<file path="src/design/cacheBusPkg.sv">
package cacheBusPkg;

    // one memory beat is a full 64-bit word
    localparam int beatWidth = 64;

    typedef logic [beatWidth-1:0] beatType;

    // two beats fill one 16-byte line
    localparam int beatsPerLine = 2;

    // one enable bit per byte of a beat
    typedef logic [beatWidth/8-1:0] maskType;

    // the only store masks that change a line
    localparam maskType maskByte = 8'h01;
    localparam maskType maskHalf = 8'h03;
    localparam maskType maskWord = 8'h0f;
    localparam maskType maskDouble = 8'hff;

    typedef enum logic [2:0] {
        idle,
        lookup,
        miss,
        writeBack,
        refill
    } stateType;

    // any nonzero value keeps the LFSR running
    localparam logic [15:0] lfsrSeed = 16'h0001;

endpackage

</file>
<file path="src/design/cacheGeometryPkg.sv">
package cacheGeometryPkg;

    // request and memory address width
    localparam int addrWidth = 64;

    // 16-byte lines
    localparam int offsetWidth = 4;

    // 16 sets
    localparam int indexWidth = 4;

    // everything above index and offset
    localparam int tagWidth = addrWidth - indexWidth - offsetWidth;

    localparam int wayCount = 4;
    localparam int setCount = 1 << indexWidth;
    localparam int lineBytes = 1 << offsetWidth;

    typedef logic [addrWidth-1:0] addrType;
    typedef logic [tagWidth-1:0] tagType;
    typedef logic [indexWidth-1:0] indexType;
    typedef logic [offsetWidth-1:0] offsetType;

    // way number inside a set
    typedef logic [$clog2(wayCount)-1:0] wayType;

    // one whole cache line, byte 0 in the low bits
    typedef logic [lineBytes*8-1:0] lineType;

    // row of the valid and dirty bits, set in the upper bits
    typedef logic [indexWidth+$clog2(wayCount)-1:0] lineSlotType;

endpackage

</file>
<file path="src/design/lineAccess.sv">
`timescale 1ns/1ns

module lineAccess (
    input  cacheGeometryPkg::lineType line,
    input  cacheGeometryPkg::offsetType offset,
    input  cacheBusPkg::beatType storeData,
    input  cacheBusPkg::maskType storeMask,
    output cacheBusPkg::beatType loadData,
    output cacheGeometryPkg::lineType mergedLine
);

    typedef logic [cacheGeometryPkg::lineBytes-1:0] enableType;

    cacheGeometryPkg::lineType loadShifted;
    cacheGeometryPkg::lineType storeShifted;
    enableType byteEnable;

    // load, bytes past the line end read as zero
    assign loadShifted = line >> {offset, 3'b000};
    assign loadData = loadShifted[cacheBusPkg::beatWidth-1:0];

    always_comb begin
        // only low-aligned 1, 2, 4 and 8 byte masks write anything
        case (storeMask)
            cacheBusPkg::maskByte, cacheBusPkg::maskHalf,
            cacheBusPkg::maskWord, cacheBusPkg::maskDouble:
                byteEnable = enableType'(storeMask) << offset;
            default:
                byteEnable = '0;
        endcase
        storeShifted = cacheGeometryPkg::lineType'(storeData) << {offset, 3'b000};
        // byte-wise merge into the old line
        for (int b = 0; b < cacheGeometryPkg::lineBytes; b++) begin
            mergedLine[b*8 +: 8] = byteEnable[b] ? storeShifted[b*8 +: 8] : line[b*8 +: 8];
        end
    end

endmodule

</file>
<file path="config.mk">
export PLATFORM = sky130hd
export DESIGN_NAME = lineAccess
export DESIGN_NICKNAME = d
export VERILOG_FILES = /design/src/design/cacheBusPkg.sv /design/src/design/cacheGeometryPkg.sv /design/src/design/lineAccess.sv
export SDC_FILE = /design/constraint.sdc
export NUM_CORES = 1
export LEC_CHECK = 0
export ABC_AREA = 0
export BUFFER_PORTS_ARGS = -buffer_cell sky130_fd_sc_hd__buf_2
export CAP_MARGIN = 20
export CORE_UTILIZATION = 35
export DETAILED_ROUTE_END_ITERATION = 12
export PLACE_DENSITY = 0.75
export SYNTH_ARGS = -nofsm -noshare
export SYNTH_HDL_FRONTEND = slang
export SYNTH_SLANG_ARGS = --single-unit
</file>
<file path="constraint.sdc">
create_clock -name vclk -period 5.1
set_input_delay 0 -clock vclk [all_inputs]
set_output_delay 0 -clock vclk [all_outputs]
set_load 0.02 [all_outputs]
</file>
* After elaboration in Yosys (flattened, before gate mapping)
Cells that the tools add are included.
Storage, ports and cells: logic and storage cells 25, output and inout port bits 192, register bits after elaboration 0, input bits 204
Operators by class: equal/unequal tests 4, shift-type cells 3, reductions and logical operators 1, multiplexer cells 17
Operators by type and width (number):
- two-way mux 8 bit | 16
- << shifter 64 x 7 -> 128 bit | 1
- >> shifter 128 x 7 -> 64 bit | 1
- two-way mux 16 bit | 1
- << shifter 8 x 4 -> 16 bit | 1
- == test 8 x 1 -> 1 bit, second input constant | 1
- == test 8 x 2 -> 1 bit, second input constant | 1
- == test 8 x 4 -> 1 bit, second input constant | 1
- == test 8 bit, second input constant | 1
- OR reduction 4 bit | 1

* Depth between registers and ports, before layout
word-level depth 4, mapped depth 10, gate-level depth less buffers 5

* Least setup slack after synthesis
OpenSTA, ideal clock, no wires.
kind in2out, start in offset[1], end out loadData[56], data required time 5.100 ns, stages on the path 8, setup slack 3.102 ns, path buffers 5, arrival 1.998 ns, cell sequence buf_2 > buf_2 > buf_2 > buf_4 > buf_4 > nor3_1 > a2bb2oi_1 > o21ai_0
Between the ends: longest elaborated chain between the ends 1
RTL lines:
- start, declared | line lineAccess.sv:5 | input cacheGeometryPkg::offsetType offset,
- >> shifter 128 x 7 -> 64 bit | line lineAccess.sv:19 | assign loadShifted = line >> {offset, 3'b000};
- end, declared | line lineAccess.sv:8 | output cacheBusPkg::beatType loadData,
No other way between the ends.

* Worst setup path after layout
start in offset[0], end out mergedLine[102]
Between the ends: longest elaborated chain between the ends 3, elaborated cells between the ends (all ways) 4, classes of those cells 2 x shift; 2 x mux
RTL lines:
- parallel branches: the longest is 2 deep, another holds << shifter 64 x 7 -> 128 bit
- two-way mux 8 bit * | line lineAccess.sv:34 | mergedLine[b*8 +: 8] = byteEnable[b] ? storeShifted[b*8 +: 8] : line[b*8 +: 8];
- end, declared | line lineAccess.sv:9 | output cacheGeometryPkg::lineType mergedLine
Every way passes the cells marked *.

==> flow_summary_export.csv <==
group,metric,value,unit
die,core,23600,um2
die,die_area,24800,um2
clock_tree,post_cts_buffers,0,
routing,ant_nets,0,
logic_synthesis,ys_seq_area_share,0,%
sta,finalWorstSetupSlack,1.86,ns
routing,vias,10800,
pwr,pwr_density_cell,115,nW/um2
setup_path,critPathMaxFanout,80,
final_layout,nFlopsAndLatches,0,
die,num_rows,56,
routing,drt-total-wl,48100,um
pwr,internal-power,464,uW
run_status,outcome,"completed",
routing,drt_iter0_drc,1280,
sta,slew_headroom,27.6,%
sta,fmax,308,MHz
global_routing,antenna_found_initial,5,
setup_path,path_class,"in -> out",
placed_design,io_buffers,396,
routing,dr.pass1.iters,5,
setup_path,worst-endpoint-required,5.10,ns
setup_path,critPathTopFamily,"buffers and inverters",
sta,finalHoldViolCount,0,
clock_tree,cts_resized,0,
setup_path,critPathLaunchType,"input port",
logic_synthesis,synth_cell_types,54,
flow_run,cap_viol_max_count,0,
sta,hold_ws,0.378,ns
sta,setup-tns-final,0,ns
global_routing,top_usage_layer,"met2",
global_routing,grt_use_met3,6.77,%
sta,setup_viol,0,
global_routing,grt_max_degree,114,
pwr,clockPowerShare,0,%
sta,tightest_slew,1.08,ns
placed_design,dp_hpwl,38300,um
routing,remaining_drc_errors,0,
global_routing,grt_overflow_total,0,
setup_path,critPathBufInv,3,
die,die_w,158,um
setup_path,cp_data_arrival_time,3.24,ns
setup_path,crit_top_cell,"nand2_1",
global_routing,grt_pass1_vias,10500,
die,io_pins,396,
final_layout,drive_gt1_share,51.0,%
final_layout,seqCellArea,0,um2
pwr,pwr-share-seq,0,%
setup_path,cpPeakStageDelay,0.77,ns
setup_path,crit_chain,"clkbuf_8 > buf_4 > mux4_2 > nand2_1 > o211ai_1 > nand2_1 > mux2_2 > buf_2",
min_path,hold_path.class,"in -> out",
sta,final-max-slew-violation-count,0,
global_routing,grt_pass1_wl,67900,um
final_layout,fill_cells,2437,
sta,finalCriticalPeriod,3.24,ns
final_layout,fin_nets,1537,
routing,routed_wire_length_per_instance,29.1,um
sta,rsz0062_at_grt,"false",
placed_design,dp.cells,1650,
global_routing,grt_use_total,37.4,%
final_layout,clkbuf_count,0,
routing,vias_per_cell,6.53,
logic_synthesis,syn_nets,1229,
pwr,vdd.ir_drop.worst,93.5,uV
final_layout,syn2layout_area_growth,24.2,%
pwr,power.leakage,0.00467,uW
pwr,swShare,61.7,%
final_layout,stdcell_count,1651,
logic_synthesis,syn_inst,1025,
placed_design,dpl_worst_slack,1.93,ns
logic_synthesis,synth.avg_cell_area,8.26,um2
logic_synthesis,synth_area,8470,um2
placed_design,gp_congestion,1.02,
setup_path,slowest_stage,"buf_4",
setup_path,worst_setup_path_end_kind,"output pin",
final_layout,multi_input_area,7920,um2
pwr,combPwrFrac,100.0,%
die,start_util,35.9,%
pwr,p_switching,747,uW
global_routing,use_met1,41.0,%
pwr,finalPower,1210,uW
clock_tree,hold_buffers,0,
global_routing,use_met2,65.7,%
die,fp.dieH,158,um
logic_synthesis,ys_warn_count,0,
sta,period_share,63.6,%
## power by group through the flow
stage | clock, uW | combinational (uW) | sequential [uW]
global placement | 0 | 1190 | 0
finish | 0.0000262 | 1210 | 0
floorplan | 0 | 744 | 0
detailed placement | 0 | 1190 | 0
global route | 0 | 1280 | 0
CTS | 0 | 1190 | 0
## logic make-up after synthesis
logic type             share of synthesized area (%)
muxes                                           57.9
AOI/OAI and AO/OA                               23.2
buffers and inverters                           6.46
and+or+nand+nor                                 12.4
## per-stage QoR
step | utilization (%) | instance area, um2
after floorplan | - | 8470
after global placement | 44.5 | 10500
after detailed placement | 44.5 | 10500
after CTS | 44.5 | 10500
after global routing | 44.5 | 10500
final | 44.5 | 10500
## layout make-up
| type | count | area share [%] |
|---|---|---|
| Antenna cell | 1 | 0.0238 |
| Multi-Input combinational cell | 905 | 75.3 |
| Tap cell | 319 | 3.80 |
| Inverter | 13 | 0.464 |
| Timing Repair Buffer | 413 | 20.4 |
## layer usage
metal  up-vias  part of all wire [%]
li1       4615                     -
met1      5108                    34
met2       860                    48
met3       195                    10
met4         8                   7.5
met5         -                  0.12
## Yosys cell counts, drive strengths merged, types with 9 or more instances
cell | instances | area (um2)
a211oi | 24 | 180
a21oi | 53 | 265
a22oi | 10 | 75.1
a2bb2oi | 9 | 78.8
and2 | 9 | 56.3
and3 | 10 | 62.6
buf | 59 | 318
clkbuf | 48 | 180
inv | 12 | 45.0
mux2 | 195 | 2230
mux2i | 148 | 1480
mux4 | 53 | 1190
nand2 | 116 | 440
nor2 | 46 | 185
nor2b | 15 | 93.8
o21ai | 61 | 320
o221ai | 9 | 78.8
o22ai | 23 | 144
o2bb2ai | 51 | 447
## worst paths after layout
| kind | depth (start not counted) | endpoint | from |
|---|---|---|---|
| worst max-delay path | 8 | mergedLine[102] | offset[0] |
| worst min-delay path | 3 | mergedLine[7] | line[7] |
## layout by cell type (no fill, tap or decap), drive strengths merged, types with 9 or more instances in the layout
| master | instances |
|---|---|
| inv | 12 |
| o22ai | 23 |
| a21oi | 53 |
| a22oi | 10 |
| nor2 | 46 |
| a2bb2oi | 9 |
| nand2 | 116 |
| mux2i | 148 |
| o221ai | 9 |
| and3 | 10 |
| o21ai | 61 |
| nor2b | 15 |
| and2 | 9 |
| o2bb2ai | 51 |
| mux4 | 53 |
| mux2 | 195 |
| buf | 411 |
| a211oi | 24 |
No activity file was read; power rests on OpenSTA's default activity.
