[config.mk]
export PLATFORM = sky130hd
export DESIGN_NAME = burstEngine
export DESIGN_NICKNAME = d
export VERILOG_FILES = /design/src/design/cacheBusPkg.sv /design/src/design/cacheGeometryPkg.sv /design/src/design/burstEngine.sv
export SDC_FILE = /design/constraint.sdc
export NUM_CORES = 1
export LEC_CHECK = 0
export BUFFER_PORTS_ARGS = -buffer_cell sky130_fd_sc_hd__buf_4
export CORE_MARGIN = 4
export CORE_UTILIZATION = 30
export DETAILED_ROUTE_END_ITERATION = 7
export GPL_TIMING_DRIVEN = 0
export PLACE_DENSITY_LB_ADDON = 0.05
export SKIP_LAST_GASP = 1
export SYNTH_ARGS = -nofsm -noshare
export SYNTH_HDL_FRONTEND = slang
export SYNTH_SLANG_ARGS = --single-unit
[constraint.sdc]
create_clock -name clock -period 5.6 [get_ports clock]
set_clock_uncertainty 0.15 [all_clocks]
set_input_delay 0.84 -clock clock [delete_from_list [all_inputs] [get_ports clock]]
set_output_delay 0.84 -clock clock [all_outputs]
set_load 0.005 [all_outputs]
[src/design/cacheBusPkg.sv]
package cacheBusPkg;

    // one memory beat is a full 64-bit word
    localparam int beatWidth = 64;

    typedef logic [beatWidth-1:0] beatType;

    // two beats fill one 16-byte line
    localparam int beatsPerLine = 2;

    // one enable bit per byte of a beat
    typedef logic [beatWidth/8-1:0] maskType;

    // the only store masks that change a line
    localparam maskType maskByte = 8'h01;
    localparam maskType maskHalf = 8'h03;
    localparam maskType maskWord = 8'h0f;
    localparam maskType maskDouble = 8'hff;

    typedef enum logic [2:0] {
        idle,
        lookup,
        miss,
        writeBack,
        refill
    } stateType;

    // any nonzero value keeps the LFSR running
    localparam logic [15:0] lfsrSeed = 16'h0001;

endpackage

[src/design/cacheGeometryPkg.sv]
package cacheGeometryPkg;

    // request and memory address width
    localparam int addrWidth = 64;

    // 16-byte lines
    localparam int offsetWidth = 4;

    // 16 sets
    localparam int indexWidth = 4;

    // everything above index and offset
    localparam int tagWidth = addrWidth - indexWidth - offsetWidth;

    localparam int wayCount = 4;
    localparam int setCount = 1 << indexWidth;
    localparam int lineBytes = 1 << offsetWidth;

    typedef logic [addrWidth-1:0] addrType;
    typedef logic [tagWidth-1:0] tagType;
    typedef logic [indexWidth-1:0] indexType;
    typedef logic [offsetWidth-1:0] offsetType;

    // way number inside a set
    typedef logic [$clog2(wayCount)-1:0] wayType;

    // one whole cache line, byte 0 in the low bits
    typedef logic [lineBytes*8-1:0] lineType;

    // row of the valid and dirty bits, set in the upper bits
    typedef logic [indexWidth+$clog2(wayCount)-1:0] lineSlotType;

endpackage

[src/design/burstEngine.sv]
`timescale 1ns/1ns

module burstEngine (
    input  logic clock,
    input  logic reset,
    input  logic writingBack,
    input  logic refilling,
    input  cacheGeometryPkg::lineType victimLine,
    input  logic wReady,
    input  logic rValid,
    input  logic rLast,
    input  cacheBusPkg::beatType rData,
    output logic wValid,
    output cacheBusPkg::beatType wData,
    output logic wLast,
    output logic rReady,
    output logic writebackDone,
    output logic refillDone,
    output cacheGeometryPkg::lineType refillLine
);

    // beat number inside the current burst
    logic [$clog2(cacheBusPkg::beatsPerLine)-1:0] beat;
    logic lastBeat;
    logic wFire;
    logic rFire;

    // earlier refill beats wait here
    cacheGeometryPkg::lineType lineBuffer;

    assign lastBeat = beat == cacheBusPkg::beatsPerLine - 1;

    // write side, one half of the victim per beat
    assign wValid = writingBack;
    assign wData = victimLine[beat*cacheBusPkg::beatWidth +: cacheBusPkg::beatWidth];
    assign wLast = writingBack && lastBeat;
    assign wFire = wValid && wReady;

    // read side
    assign rReady = refilling;
    assign rFire = rValid && rReady;

    // done pulses in the cycle of the last accepted beat
    assign writebackDone = wFire && wLast;
    assign refillDone = rFire && rLast;

    // write and refill never overlap so one counter serves both
    always_ff @(posedge clock) begin
        if (reset) begin
            beat <= '0;
        end else if (writebackDone || refillDone) begin
            beat <= '0;
        end else if (wFire || rFire) begin
            beat <= beat + 1'b1;
        end
    end

    always_ff @(posedge clock) begin
        if (rFire) begin
            lineBuffer[beat*cacheBusPkg::beatWidth +: cacheBusPkg::beatWidth] <= rData;
        end
    end

    // last beat bypasses the buffer
    // so the line is whole in the done cycle
    always_comb begin
        refillLine = lineBuffer;
        refillLine[beat*cacheBusPkg::beatWidth +: cacheBusPkg::beatWidth] = rData;
    end

endmodule

# Word level (Yosys, flattened, before mapping)
# Cells that the tools add are included.
# W data, S select, Z words.
[op_classes] n_addsub=2 n_shift=3 muxes=1 n_reduce_logical=8
[ops] cell="$bwmux W128" count=1
[ops] cell="$shift A64 B34 Y128 const A" count=1
[ops] cell="$shiftx A128 B8 Y64" count=1
[ops] cell="$shiftx A64 B34 Y128" count=1
[ops] cell="$neg A7 Y34" count=1
[ops] cell="$logic_and A1 B1 Y1" count=5
[ops] cell="$logic_or A1 B1 Y1" count=2
[ops] cell="$reduce_or A2 Y1" count=1
[ops] cell="$add A1 B1 Y1 const B" count=1
[totals] register_bits=129 in_bits=199 wordCells=16

# Depth between registers and ports, before layout
[depth] ltp_word=4 mapped_depth=5 ltp_nobuf=3

# Least setup slack after synthesis
# OpenSTA, ideal clock, no wires.
[synth_path] path_kind="input -> register" startpoint="input port refilling" endpoint="register beat" setup_ps=116 arrival_ps=4347 path_slack_ps=987 path_stages=3 cell_sequence="and2_1 -> mux2i_1 -> o21a_1"
[synth_via] elab_chain_len=4 elab_cells_between_ends=5 cone_classes="reduce/logical: 5"
[synth_rtl] element="start: declaration" line="burstEngine.sv:7" text="input logic refilling,"
[synth_rtl] element="$logic_and A1 B1 Y1 *" line="burstEngine.sv:41" text="assign rFire = rValid && rReady;"
[synth_rtl] element="$logic_and A1 B1 Y1" line="burstEngine.sv:45" text="assign refillDone = rFire && rLast;"
[synth_rtl] element="$logic_or A1 B1 Y1" line="burstEngine.sv:51" text="end else if (writebackDone || refillDone) begin"
[synth_rtl] element="$reduce_or A2 Y1 (no source line)"
[synth_rtl] element="end signal: assignment" line="burstEngine.sv:54" text="beat <= beat + 1'b1;"
[synth_rtl] element="end: declaration" line="burstEngine.sv:23" text="logic [$clog2(cacheBusPkg::beatsPerLine)-1:0] beat;"
# Every way passes the cells marked *; elsewhere a longest branch is shown, timed or not.
# A chain may end at the register's enable or synchronous reset.

# Final worst setup path
[layout_path] startpoint="register beat" endpoint="output port refillLine[126]"
[layout_via] elab_chain_len=3 elab_cells_between_ends=4 cone_classes="add/sub: 1; shift: 2; mux: 1"
[layout_rtl] element="$neg A7 Y34 *" line="burstEngine.sv:68" text="refillLine[beat*cacheBusPkg::beatWidth +: cacheBusPkg::beatWidth] = rData;"
[layout_rtl] element="$shiftx A64 B34 Y128 or $shift A64 B34 Y128 (tied branches)" line="burstEngine.sv:68"
[layout_rtl] element="$bwmux W128 *" line="burstEngine.sv:68"
[layout_rtl] element="end: declaration" line="burstEngine.sv:19" text="output cacheGeometryPkg::lineType refillLine"
# Marks and branches as above.

==> metrics.cfg <==
[layout]
area_growth_pct = 58.0
final_net_count = 968
final_layout_size_suffix_gt1_frac = 0.823
insertedDiodeCount = 0

[clock_network]
cts_tree = built
ctsRootBufferMaster = clkbuf_16
post-cts-setup-buffers = 0
cts.sinks = 129
maximum_count_of_clock_buffers_along_a_single_path = 2
cts_inserted_buffers = 17
worst_skew_pair.late_latency_ps = 410
ctsHoldBuffers = 0
htree_num_levels = 4
postCtsResizedCells = 0
clk_pin_slew_worst_setup_hold_paths_ps = 60

[synth]
synth_area_um2 = 6830
synth.yosys.warnings = 0
syn-num-nets = 553
synth-seq-cells = 129
synth_area_per_cell_um2 = 19.3
post_synth_inst_count = 354
fraction_of_the_yosys_area_taken_by_sequential_cells = 0.566
yosys.cell_types.count = 14

[min_path]
holdCritStartpoint = lineBuffer[63]
worstHoldPathType = reg2reg

[floorplan]
start_util = 0.309
core-area_um2 = 22100
top_level_ports = 396
cell_rows = 54
horizontal_die_dimension_um = 159
die-area_um2 = 25200
die_h_um = 159

[sta]
rsz0062_at_grt = false
finalCriticalPeriod_ps = 2750
maxSlewHeadroom = 0.364
highest_clock_frequency_the_design_can_meet_mhz = 364
fin_tns_setup_ps = 0
maxSlewViolCount = 0
min_period_over_period = 0.491
timing_worst_slew_pin_value_ps = 954
hold-worst-slack_ps = 413
report.final.setup_viol = 0
report.final.hold_viol_count = 0

[grt]
antenna_violations_before_repair = 0
wire_length_of_the_first_global_routing_pass_um = 32100
pin_count_of_the_biggest_net_entering_global_routing = 67
grt.overflow.total = 0
grt_pass1_vias = 5147
gr-usage-all-layers = 0.163

[routing]
drt_first_iter_violations = 274
drc = 0
vias_per_cell = 4.49
finalWirelength_um = 21700
detailedRoute.firstPassIterationCount = 4
drtAntennaViolNets = 0
vias = 4768
detail_route.wl_per_cell_um = 20.4

[worst_setup_path]
r2r.worst_path.cells = 4
endpoint = refillLine[126]
crit_path_cell_trace = buf_6 -> buf_6 -> buf_6 -> mux2_4 -> buf_4
worstSetupStartpointType = flop
cp-startpoint = beat
critical_path_class = reg2out
reg2reg_to = lineBuffer[125]
cp_common_cell = buf_6
slack_of_the_worst_reg_to_reg_path_ps = 3990
worst_path_max_delay_cell = dfxtp_1
critical_path.max_stage_delay_ps = 320
end_kind = output pin
critical_path.max_fanout = 10
critical_path_arrival_ps = 1760
worstReg2RegStart = beat
critPathRequiredTime_ps = 4610

[outcome]
run_status = complete, no violations

[pwr]
max-vdd-ir-drop_v = 0.000196
power_density_nw_per_um2 = 282
p_leak_nw = 4.79

[placed_design]
hpwlAfterDp_um = 16800
io_buffer_count = 395
routabilityCongestion = 0.866

[run]
timing.max_cap.violations = 0

layout by cell type, fill, tap and decap left out:
| cell type | netlist | final |
|---|---|---|
| inv_6 | 0 | 2 |
| clkbuf_16 | 0 | 17 |
| clkinv_4 | 0 | 1 |
| buf_2 | 5 | 5 |
| mux2_4 | 136 | 136 |
| and2_4 | 0 | 1 |
| bufinv_16 | 0 | 4 |
| nand2_1 | 1 | 1 |
| mux2i_1 | 1 | 1 |
| buf_16 | 0 | 1 |
| clkinv_2 | 0 | 2 |
| a21oi_1 | 1 | 1 |
| mux2_2 | 56 | 56 |
| buf_6 | 17 | 17 |
| a22o_1 | 1 | 1 |
| clkbuf_1 | 0 | 1 |
| buf_4 | 2 | 397 |
| clkinvlp_4 | 0 | 4 |
| and2_1 | 2 | 1 |
| o21a_1 | 1 | 1 |
| dfxtp_1 | 1 | 1 |
| edfxtp_1 | 128 | 128 |
| and3_1 | 2 | 2 |
sequential cells by signal (all words and copies together) (netlist names):
register    cells
lineBuffer    128
beat            1
cell type report:
cell class,instances,area [µm²]
Clock inverter,13,186
Tap cell,280,350
Multi-Input combinational cell,201,2740
Timing Repair Buffer,396,2990
Sequential cell,129,3860
Clock buffer,18,429
Fill cell,1971,11300
Buffer,24,231
Yosys cell counts (all sizes together):
| cell | number | area share |
|---|---|---|
| and2 | 2 | 0.0018 |
| nand2 | 1 | 0.00055 |
| o21a | 1 | 0.0011 |
| mux2i | 1 | 0.0015 |
| edfxtp | 128 | 0.56 |
| a22o | 1 | 0.0013 |
| dfxtp | 1 | 0.0029 |
| and3 | 2 | 0.0018 |
| buf | 24 | 0.034 |
| mux2 | 192 | 0.39 |
| a21oi | 1 | 0.00073 |
power breakdown:
part           internal [W]  total (W)  switching, W
logic              0.000457   0.000729      0.000272
registers           0.00113    0.00115     0.0000122
clock network      0.000744    0.00116      0.000420
total               0.00233    0.00304      0.000704
cells by family after synthesis:
group / after synthesis / share of synthesized area
mux: 193 / 0.393
buf+inv: 24 / 0.0339
compound gates: 3 / 0.00312
flops: 129 / 0.566
simple gates: 5 / 0.00421
stage by stage:
step            util  setup WS (ps)  cell area [µm²]  instances  power, W
3_3_place_gp   0.459           -481            10100       1029   0.00190
5_1_grt        0.488           2750            10800       1061   0.00317
6_report       0.488           2850            10800       1061   0.00304
4_1_cts        0.488           2780            10800       1061   0.00309
3_5_place_dp   0.460           2960            10200       1030   0.00191
2_1_floorplan      -            987             6830        354   0.00151
critical path: cells and delay by family, from the launching register on:
family,cells,cell delay [ps]
muxes,1,320
buffers and inverters,4,690
DFF,1,320
per-layer routing:
metal,up-vias,global-route usage,share of wire
met5,-,0,0
met4,0,0.0529,0.019
li1,2214,-,-
met3,22,0.0612,0.082
met2,220,0.276,0.50
met1,2312,0.194,0.40
how the worst min path moves through the flow:
stage	to	slack [ps]	cells past startpoint
6_report	lineBuffer[63]	410	1
5_1_grt	lineBuffer[105]	420	1
4_1_cts	lineBuffer[111]	420	1
3_5_place_dp	lineBuffer[71]	400	1
3_3_place_gp	lineBuffer[58]	400	1
2_1_floorplan	lineBuffer[48]	400	1
No activity file was read; power rests on OpenSTA's default activity.
