## config.mk

```make
export PLATFORM = sky130hd
export DESIGN_NAME = cacheController
export DESIGN_NICKNAME = d
export VERILOG_FILES = /design/src/design/cacheBusPkg.sv /design/src/design/cacheGeometryPkg.sv /design/src/design/cacheController.sv
export SDC_FILE = /design/constraint.sdc
export NUM_CORES = 1
export LEC_CHECK = 0
export BUFFER_PORTS_ARGS = -buffer_cell sky130_fd_sc_hd__buf_4
export CAP_MARGIN = 20
export CORE_AREA = 2 2 155 157
export DETAILED_ROUTE_END_ITERATION = 12
export DIE_AREA = 0 0 157 159
export PLACE_DENSITY = 0.51
export SLEW_MARGIN = 0
export SYNTH_ARGS = -nofsm -noshare
export SYNTH_HDL_FRONTEND = slang
export SYNTH_SLANG_ARGS = --single-unit
```

## constraint.sdc

```tcl
create_clock -name clock -period 8.4 [get_ports clock]
set_input_delay 1.68 -clock clock [delete_from_list [all_inputs] [get_ports clock]]
set_output_delay 1.68 -clock clock [all_outputs]
set_load 0.02 [all_outputs]
```

## src/design/cacheBusPkg.sv

```systemverilog
package cacheBusPkg;

    // one memory beat is a full 64-bit word
    localparam int beatWidth = 64;

    typedef logic [beatWidth-1:0] beatType;

    // two beats fill one 16-byte line
    localparam int beatsPerLine = 2;

    // one enable bit per byte of a beat
    typedef logic [beatWidth/8-1:0] maskType;

    // the only store masks that change a line
    localparam maskType maskByte = 8'h01;
    localparam maskType maskHalf = 8'h03;
    localparam maskType maskWord = 8'h0f;
    localparam maskType maskDouble = 8'hff;

    typedef enum logic [2:0] {
        idle,
        lookup,
        miss,
        writeBack,
        refill
    } stateType;

    // any nonzero value keeps the LFSR running
    localparam logic [15:0] lfsrSeed = 16'h0001;

endpackage

```

## src/design/cacheGeometryPkg.sv

```systemverilog
package cacheGeometryPkg;

    // request and memory address width
    localparam int addrWidth = 64;

    // 16-byte lines
    localparam int offsetWidth = 4;

    // 16 sets
    localparam int indexWidth = 4;

    // everything above index and offset
    localparam int tagWidth = addrWidth - indexWidth - offsetWidth;

    localparam int wayCount = 4;
    localparam int setCount = 1 << indexWidth;
    localparam int lineBytes = 1 << offsetWidth;

    typedef logic [addrWidth-1:0] addrType;
    typedef logic [tagWidth-1:0] tagType;
    typedef logic [indexWidth-1:0] indexType;
    typedef logic [offsetWidth-1:0] offsetType;

    // way number inside a set
    typedef logic [$clog2(wayCount)-1:0] wayType;

    // one whole cache line, byte 0 in the low bits
    typedef logic [lineBytes*8-1:0] lineType;

    // row of the valid and dirty bits, set in the upper bits
    typedef logic [indexWidth+$clog2(wayCount)-1:0] lineSlotType;

endpackage

```

## src/design/cacheController.sv

```systemverilog
`timescale 1ns/1ns

module cacheController (
    input  logic clock,
    input  logic reset,
    input  logic valid,
    input  logic op,
    input  cacheGeometryPkg::addrType addr,
    input  logic hit,
    input  cacheGeometryPkg::wayType hitWay,
    input  logic victimDirty,
    input  cacheGeometryPkg::tagType victimTag,
    input  cacheBusPkg::beatType loadData,
    input  logic arReady,
    input  logic awReady,
    input  logic writebackDone,
    input  logic refillDone,
    output logic arValid,
    output logic awValid,
    output cacheGeometryPkg::addrType arAddr,
    output cacheGeometryPkg::addrType awAddr,
    output logic writingBack,
    output logic refilling,
    output cacheGeometryPkg::wayType victimWay,
    output cacheGeometryPkg::wayType writeWay,
    output logic lineWrite,
    output logic fill,
    output logic markDirty,
    output logic selectRefill,
    output logic dataOk,
    output cacheBusPkg::beatType data
);

    cacheBusPkg::stateType state;
    cacheBusPkg::stateType nextState;

    logic [15:0] lfsr;
    // victim already written back during this miss
    logic victimWritten;
    logic needWriteBack;
    logic lookupHit;
    logic storeHit;

    cacheGeometryPkg::tagType reqTag;
    cacheGeometryPkg::indexType reqIndex;

    assign reqTag = addr[cacheGeometryPkg::addrWidth-1 -: cacheGeometryPkg::tagWidth];
    assign reqIndex = addr[cacheGeometryPkg::offsetWidth +: cacheGeometryPkg::indexWidth];

    assign lookupHit = state == cacheBusPkg::lookup && hit;
    assign storeHit = lookupHit && op;
    assign needWriteBack = victimDirty && !victimWritten;

    always_comb begin
        nextState = state;
        case (state)
            cacheBusPkg::idle:
                if (valid) nextState = cacheBusPkg::lookup;
            cacheBusPkg::lookup:
                nextState = hit ? cacheBusPkg::idle : cacheBusPkg::miss;
            cacheBusPkg::miss:
                // dirty victim goes out before the refill is requested
                if (needWriteBack && awReady) begin
                    nextState = cacheBusPkg::writeBack;
                end else if (!needWriteBack && arReady) begin
                    nextState = cacheBusPkg::refill;
                end
            cacheBusPkg::writeBack:
                if (writebackDone) nextState = cacheBusPkg::miss;
            cacheBusPkg::refill:
                // retry the lookup, it hits now
                if (refillDone) nextState = cacheBusPkg::lookup;
            default:
                nextState = cacheBusPkg::idle;
        endcase
    end

    // line-aligned bus addresses
    assign arAddr = {reqTag, reqIndex, {cacheGeometryPkg::offsetWidth{1'b0}}};
    assign awAddr = {victimTag, reqIndex, {cacheGeometryPkg::offsetWidth{1'b0}}};
    assign arValid = state == cacheBusPkg::miss && !needWriteBack;
    assign awValid = state == cacheBusPkg::miss && needWriteBack;

    assign writingBack = state == cacheBusPkg::writeBack;
    assign refilling = state == cacheBusPkg::refill;
    assign selectRefill = refilling;

    // array writes, refill into the victim or store into the hit way
    assign fill = refilling && refillDone;
    assign lineWrite = storeHit || fill;
    assign markDirty = storeHit;
    assign writeWay = refilling ? victimWay : hitWay;

    always_ff @(posedge clock) begin
        if (reset) begin
            state <= cacheBusPkg::idle;
            lfsr <= cacheBusPkg::lfsrSeed;
            victimWay <= '0;
            victimWritten <= 1'b0;
            dataOk <= 1'b0;
        end else begin
            state <= nextState;
            lfsr <= {lfsr[0] ^ lfsr[2] ^ lfsr[3] ^ lfsr[5], lfsr[15:1]};
            // pick the victim when the lookup misses
            if (state == cacheBusPkg::lookup && !hit) begin
                victimWay <= cacheGeometryPkg::wayType'(lfsr);
            end
            if (state == cacheBusPkg::lookup) begin
                victimWritten <= 1'b0;
            end else if (writebackDone) begin
                victimWritten <= 1'b1;
            end
            dataOk <= lookupHit;
        end
    end

    // response data
    always_ff @(posedge clock) begin
        if (lookupHit) begin
            data <= loadData;
        end
    end

endmodule

```

* Yosys cells after proc, flatten, opt, wreduce, memory -nomap -nowiden
Index checks and enable logic that the tools add are counted.
Word-level totals: output and inout bits 205, register bits after elaboration 87, logic and storage cells 41
Cells by class: equal/unequal tests 8, muxes and demuxes 8, bitwise operators 3, reduce and logical (&&, ||, !) cells 16
Operator list (count):
- $mux W3 | 5
- $pmux W3 S5 | 1
- $logic_and A1 B1 Y1 | 9
- $eq A3 B2 Y1 const B | 2
- $ne A2 B2 Y1 const B | 3
- $mux W2 | 2
- $reduce_and A4 Y1 | 1
- $eq A3 B1 Y1 const B | 1
- $eq A3 B3 Y1 const B | 1
- $logic_not A1 Y1 | 3
- $logic_not A3 Y1 | 1
- $ne A3 B3 Y1 const B | 1
- $xor A1 B1 Y1 | 3
- $reduce_or A2 Y1 | 1
- $logic_or A1 B1 Y1 | 1

* Logic depth before layout (Yosys ltp)
word-level depth 7, depth in mapped cells 4, gate-level depth less buffers 3

* Worst setup path after synthesis
No wires, ideal clock.
path kind input -> output, start in victimDirty, end out arValid, path slack 4.547 ns, data arrival time 2.173 ns, buffers on the path 0, stages 2, cells stage by stage nand2b_1 > nor2b_1
Between the ends: word-level cells in the longest chain between the ends 3
Ends and longest elaborated chain:
- start, declared | line cacheController.sv:11 | input logic victimDirty,
- $logic_and A1 B1 Y1 | line cacheController.sv:52 | assign needWriteBack = victimDirty && !victimWritten;
- $logic_not A1 Y1 | line cacheController.sv:81 | assign arValid = state == cacheBusPkg::miss && !needWriteBack;
- $logic_and A1 B1 Y1 | line cacheController.sv:81
- end, declared | line cacheController.sv:18 | output logic arValid,
Every way passes these cells.

* Final worst setup path
Same ends and word-level chain as after synthesis.

==> flow_summary.toml <==
[sta]
finalClockSkew_ns = 0.007022
report.final.setup_viol = 0
period_share_pct = 46.73
clock.fmax_mhz = 254.8
rsz0062_at_grt = "false"
relSlewSlack_pct = 45.19
totalNegativeSetupSlack_ns = 0
timing_hold_violations_final = 0
hold_ws_ns = 0.4333
drv_slew = 0
timing_worst_slew_pin_value_ns = 0.8222
period_needed_ns = 3.925

[detailed_routing]
number_of_vias_after_detailed_routing = 2101
avgRoutedWirePerCell_um = 15.10
final_antenna_violating_net_count = 0
routed_wirelength_um = 9723
initialDrtViolationCount = 132
drt_drc_violations_left = 0
detail_route.first_pass.iterations = 4
post_drt_via_cell_ratio = 3.262

[cts]
holdBufCountCts = 0
clock_tree_from_tritoncts = "built"
library_cell_used_as_clock_root_buffer = "sky130_fd_sc_hd__clkbuf_16"
htree_levels = 3
post_cts_resize_count = 0
post_cts.repair.setup_buffers = 0
cts_made_buffers = 9
cts.sink_count = 87
cts.reportedPaths.clkPinSlew_ns = 0.06
clk_path_buf_depth = 2
clkLatencyLatePin_ns = 0.33

[min_path]
worst_min_path_class = "reg -> reg"
hold_path_startpoint = "lfsr[9]"
worstHoldEndpoint = "lfsr[8]"
holdPathStages = 1

[placement]
place_congestion = 0.7385
io_buffer_count = 152
hpwl_um = 7659
placedCellCount = 628

[synthesis]
yosysSeqAreaShare_pct = 62.16
netlist.area_leader.share_pct = 50.15
postSynthCellCount = 283
synth_area_um2 = 3832
synth_seq_cells = 87
post_synth_main_area_contributors = "sky130_fd_sc_hd__edfxtp_1 50%, sky130_fd_sc_hd__buf_4 25%, sky130_fd_sc_hd__dfxtp_1 12%, sky130_fd_sc_hd__nor2b_1 2.8%, sky130_fd_sc_hd__mux2i_1 0.78%"
synth_cell_types = 31
synth_largest_area_cell = "sky130_fd_sc_hd__edfxtp_1"
average_cell_area_after_synthesis_um2 = 13.54
yosys_warnings = 0

[cells_and_area]
finish.cell_count_without_fillers = 644
finish.net_count = 516
antenna-diode-count = 0
final_layout_size_suffix_gt1_share_pct = 54.46
layout-area-overhead-vs-synth_pct = 22.27

[global_route]
grt.overflow.total = 0
grt_first_pass_wirelength_um = 13030
grt.total_usage_pct = 7.113
first_global_vias = 2160
grt_start_max_net_pins = 66
grt_antenna_before_repair = 0

[pwr]
peakVddDrop_uv = 87.29
cellLeakagePower_nw = 1.846
power_density_nw_per_um2 = 214.2

[flow_run]
max_cap_viol_count = 0

[worst_setup_path]
path_max_fanout = 5
cp-start-kind = "primary input"
reg2reg_launch_point = "state[0]"
critical_path_arrival_ns = 2.25
ff2ff_path_depth = 3
ws_path_type = "in -> out"
r2r_slack_ns = 6.28
cp.required_ns = 6.72
worst_setup_path_end_kind = "output pin"
worst_r2r_endpoint = "data[62]"

[die]
num_rows = 56
design.die.area_um2 = 24960
die_width_um = 157
fp.dieH_um = 159
initial_utilization_pct = 16.52
total_core_area_um2 = 23190
ioPinCount = 401

[status]
status = "complete, no violations"
==> worst max path at each step <==
stage | start | to | slack, ns | cells past startpoint
4_1_cts | victimDirty | arValid | 4.47 | 4
6_report | victimDirty | arValid | 4.47 | 4
3_5_place_dp | victimDirty | arValid | 4.47 | 4
5_1_grt | victimDirty | arValid | 4.41 | 4
3_3_place_gp | victimDirty | arValid | 4.46 | 4
2_1_floorplan | victimDirty | arValid | 4.55 | 2
==> final cells by class <==
cell class              count  area, µm²
clock buffers              10      239.0
clock inverters             6      45.04
flip-flops and latches     87       2382
inverters                   1      3.754
multi-input cells          68      467.9
repair buffers            153       1149
well taps                 319      399.1
fillers                  2480      18510
==> synthesized netlist by cell type <==
master,instances
sky130_fd_sc_hd__buf_4,130
sky130_fd_sc_hd__edfxtp_1,64
sky130_fd_sc_hd__dfxtp_1,23
sky130_fd_sc_hd__nor2b_1,17
sky130_fd_sc_hd__nor2_1,7
sky130_fd_sc_hd__a21oi_1,3
sky130_fd_sc_hd__mux2i_1,3
sky130_fd_sc_hd__xnor2_1,3
sky130_fd_sc_hd__and2_1,2
sky130_fd_sc_hd__and3_1,2
sky130_fd_sc_hd__buf_6,2
sky130_fd_sc_hd__clkbuf_1,2
sky130_fd_sc_hd__mux2_4,2
sky130_fd_sc_hd__nand2b_1,2
sky130_fd_sc_hd__nand3b_1,2
sky130_fd_sc_hd__nor3_1,2
sky130_fd_sc_hd__o31a_1,2
sky130_fd_sc_hd__or3b_4,2
sky130_fd_sc_hd__a21oi_2,1
sky130_fd_sc_hd__a32oi_1,1
sky130_fd_sc_hd__and2b_1,1
sky130_fd_sc_hd__and3b_1,1
sky130_fd_sc_hd__conb_1,1
sky130_fd_sc_hd__inv_1,1
sky130_fd_sc_hd__nand3_1,1
sky130_fd_sc_hd__nor3b_1,1
sky130_fd_sc_hd__nor4b_1,1
sky130_fd_sc_hd__nor4b_4,1
sky130_fd_sc_hd__o2bb2ai_1,1
sky130_fd_sc_hd__or2_2,1
sky130_fd_sc_hd__or3_1,1
==> worst max-delay path, cell delays in order <==
cell and delay, ns:
sky130_fd_sc_hd__buf_4 0.11, sky130_fd_sc_hd__nand2b_1 0.16, sky130_fd_sc_hd__nor2b_1 0.16, sky130_fd_sc_hd__buf_4 0.15
==> cell families (layout without fill, tap and decap cells) <==
kind of cell	after synthesis	in the layout	share of synthesized area [%]
mux	5	5	1.567
other cells	1	8	0.09785
flops	87	87	62.16
simple gates	44	44	7.607
compound gates	8	8	1.535
buf+inv	135	170	26.35
xor+xnor	3	3	0.6857
==> registers in the layout, summed over array words and instances, names as in the netlist <==
signal and cells:
dataOk 1, victimWay 2, victimWritten 1, lfsr 16
state 3, data 64
==> metal layers <==
| layer | global-route usage [%] | up-vias | routed length (µm) |
|---|---|---|---|
| li1 | - | 885 | - |
| met2 | 11.42 | 237 | 4345 |
| met4 | 5.213 | 2 | 410 |
| met3 | 5.716 | 53 | 2096 |
| met1 | 5.595 | 924 | 2828 |
| met5 | 1.190 | - | 42 |
==> power breakdown <==
part,switching [mW],internal (mW)
Combinational,0.0689,0.0618
Sequential,0.0128,0.492
Clock,0.158,0.209
==> through the flow <==
stage	instance area (µm²)	setup slack, ns	util [%]	power (mW)
finish	4686	4.475	20.20	1.003
global route	4686	4.415	20.20	1.048
CTS	4686	4.468	20.20	1.019
detailed placement	4402	4.469	18.98	0.6467
global placement	4402	4.462	18.98	0.6449
floorplan	3859	4.547	-	0.6651
==> cells in the final DEF, fill, tap and decap left out, types with 3 or more instances in the layout <==
cell type,netlist,routed
sky130_fd_sc_hd__dfxtp_1,23,23
sky130_fd_sc_hd__clkbuf_16,0,9
sky130_fd_sc_hd__xnor2_1,3,3
sky130_fd_sc_hd__nor2_1,7,7
sky130_fd_sc_hd__buf_4,130,153
sky130_fd_sc_hd__conb_1,1,8
sky130_fd_sc_hd__edfxtp_1,64,64
sky130_fd_sc_hd__a21oi_1,3,3
sky130_fd_sc_hd__mux2i_1,3,3
sky130_fd_sc_hd__nor2b_1,17,17
Note: power is estimated with default switching activity, not from simulation.
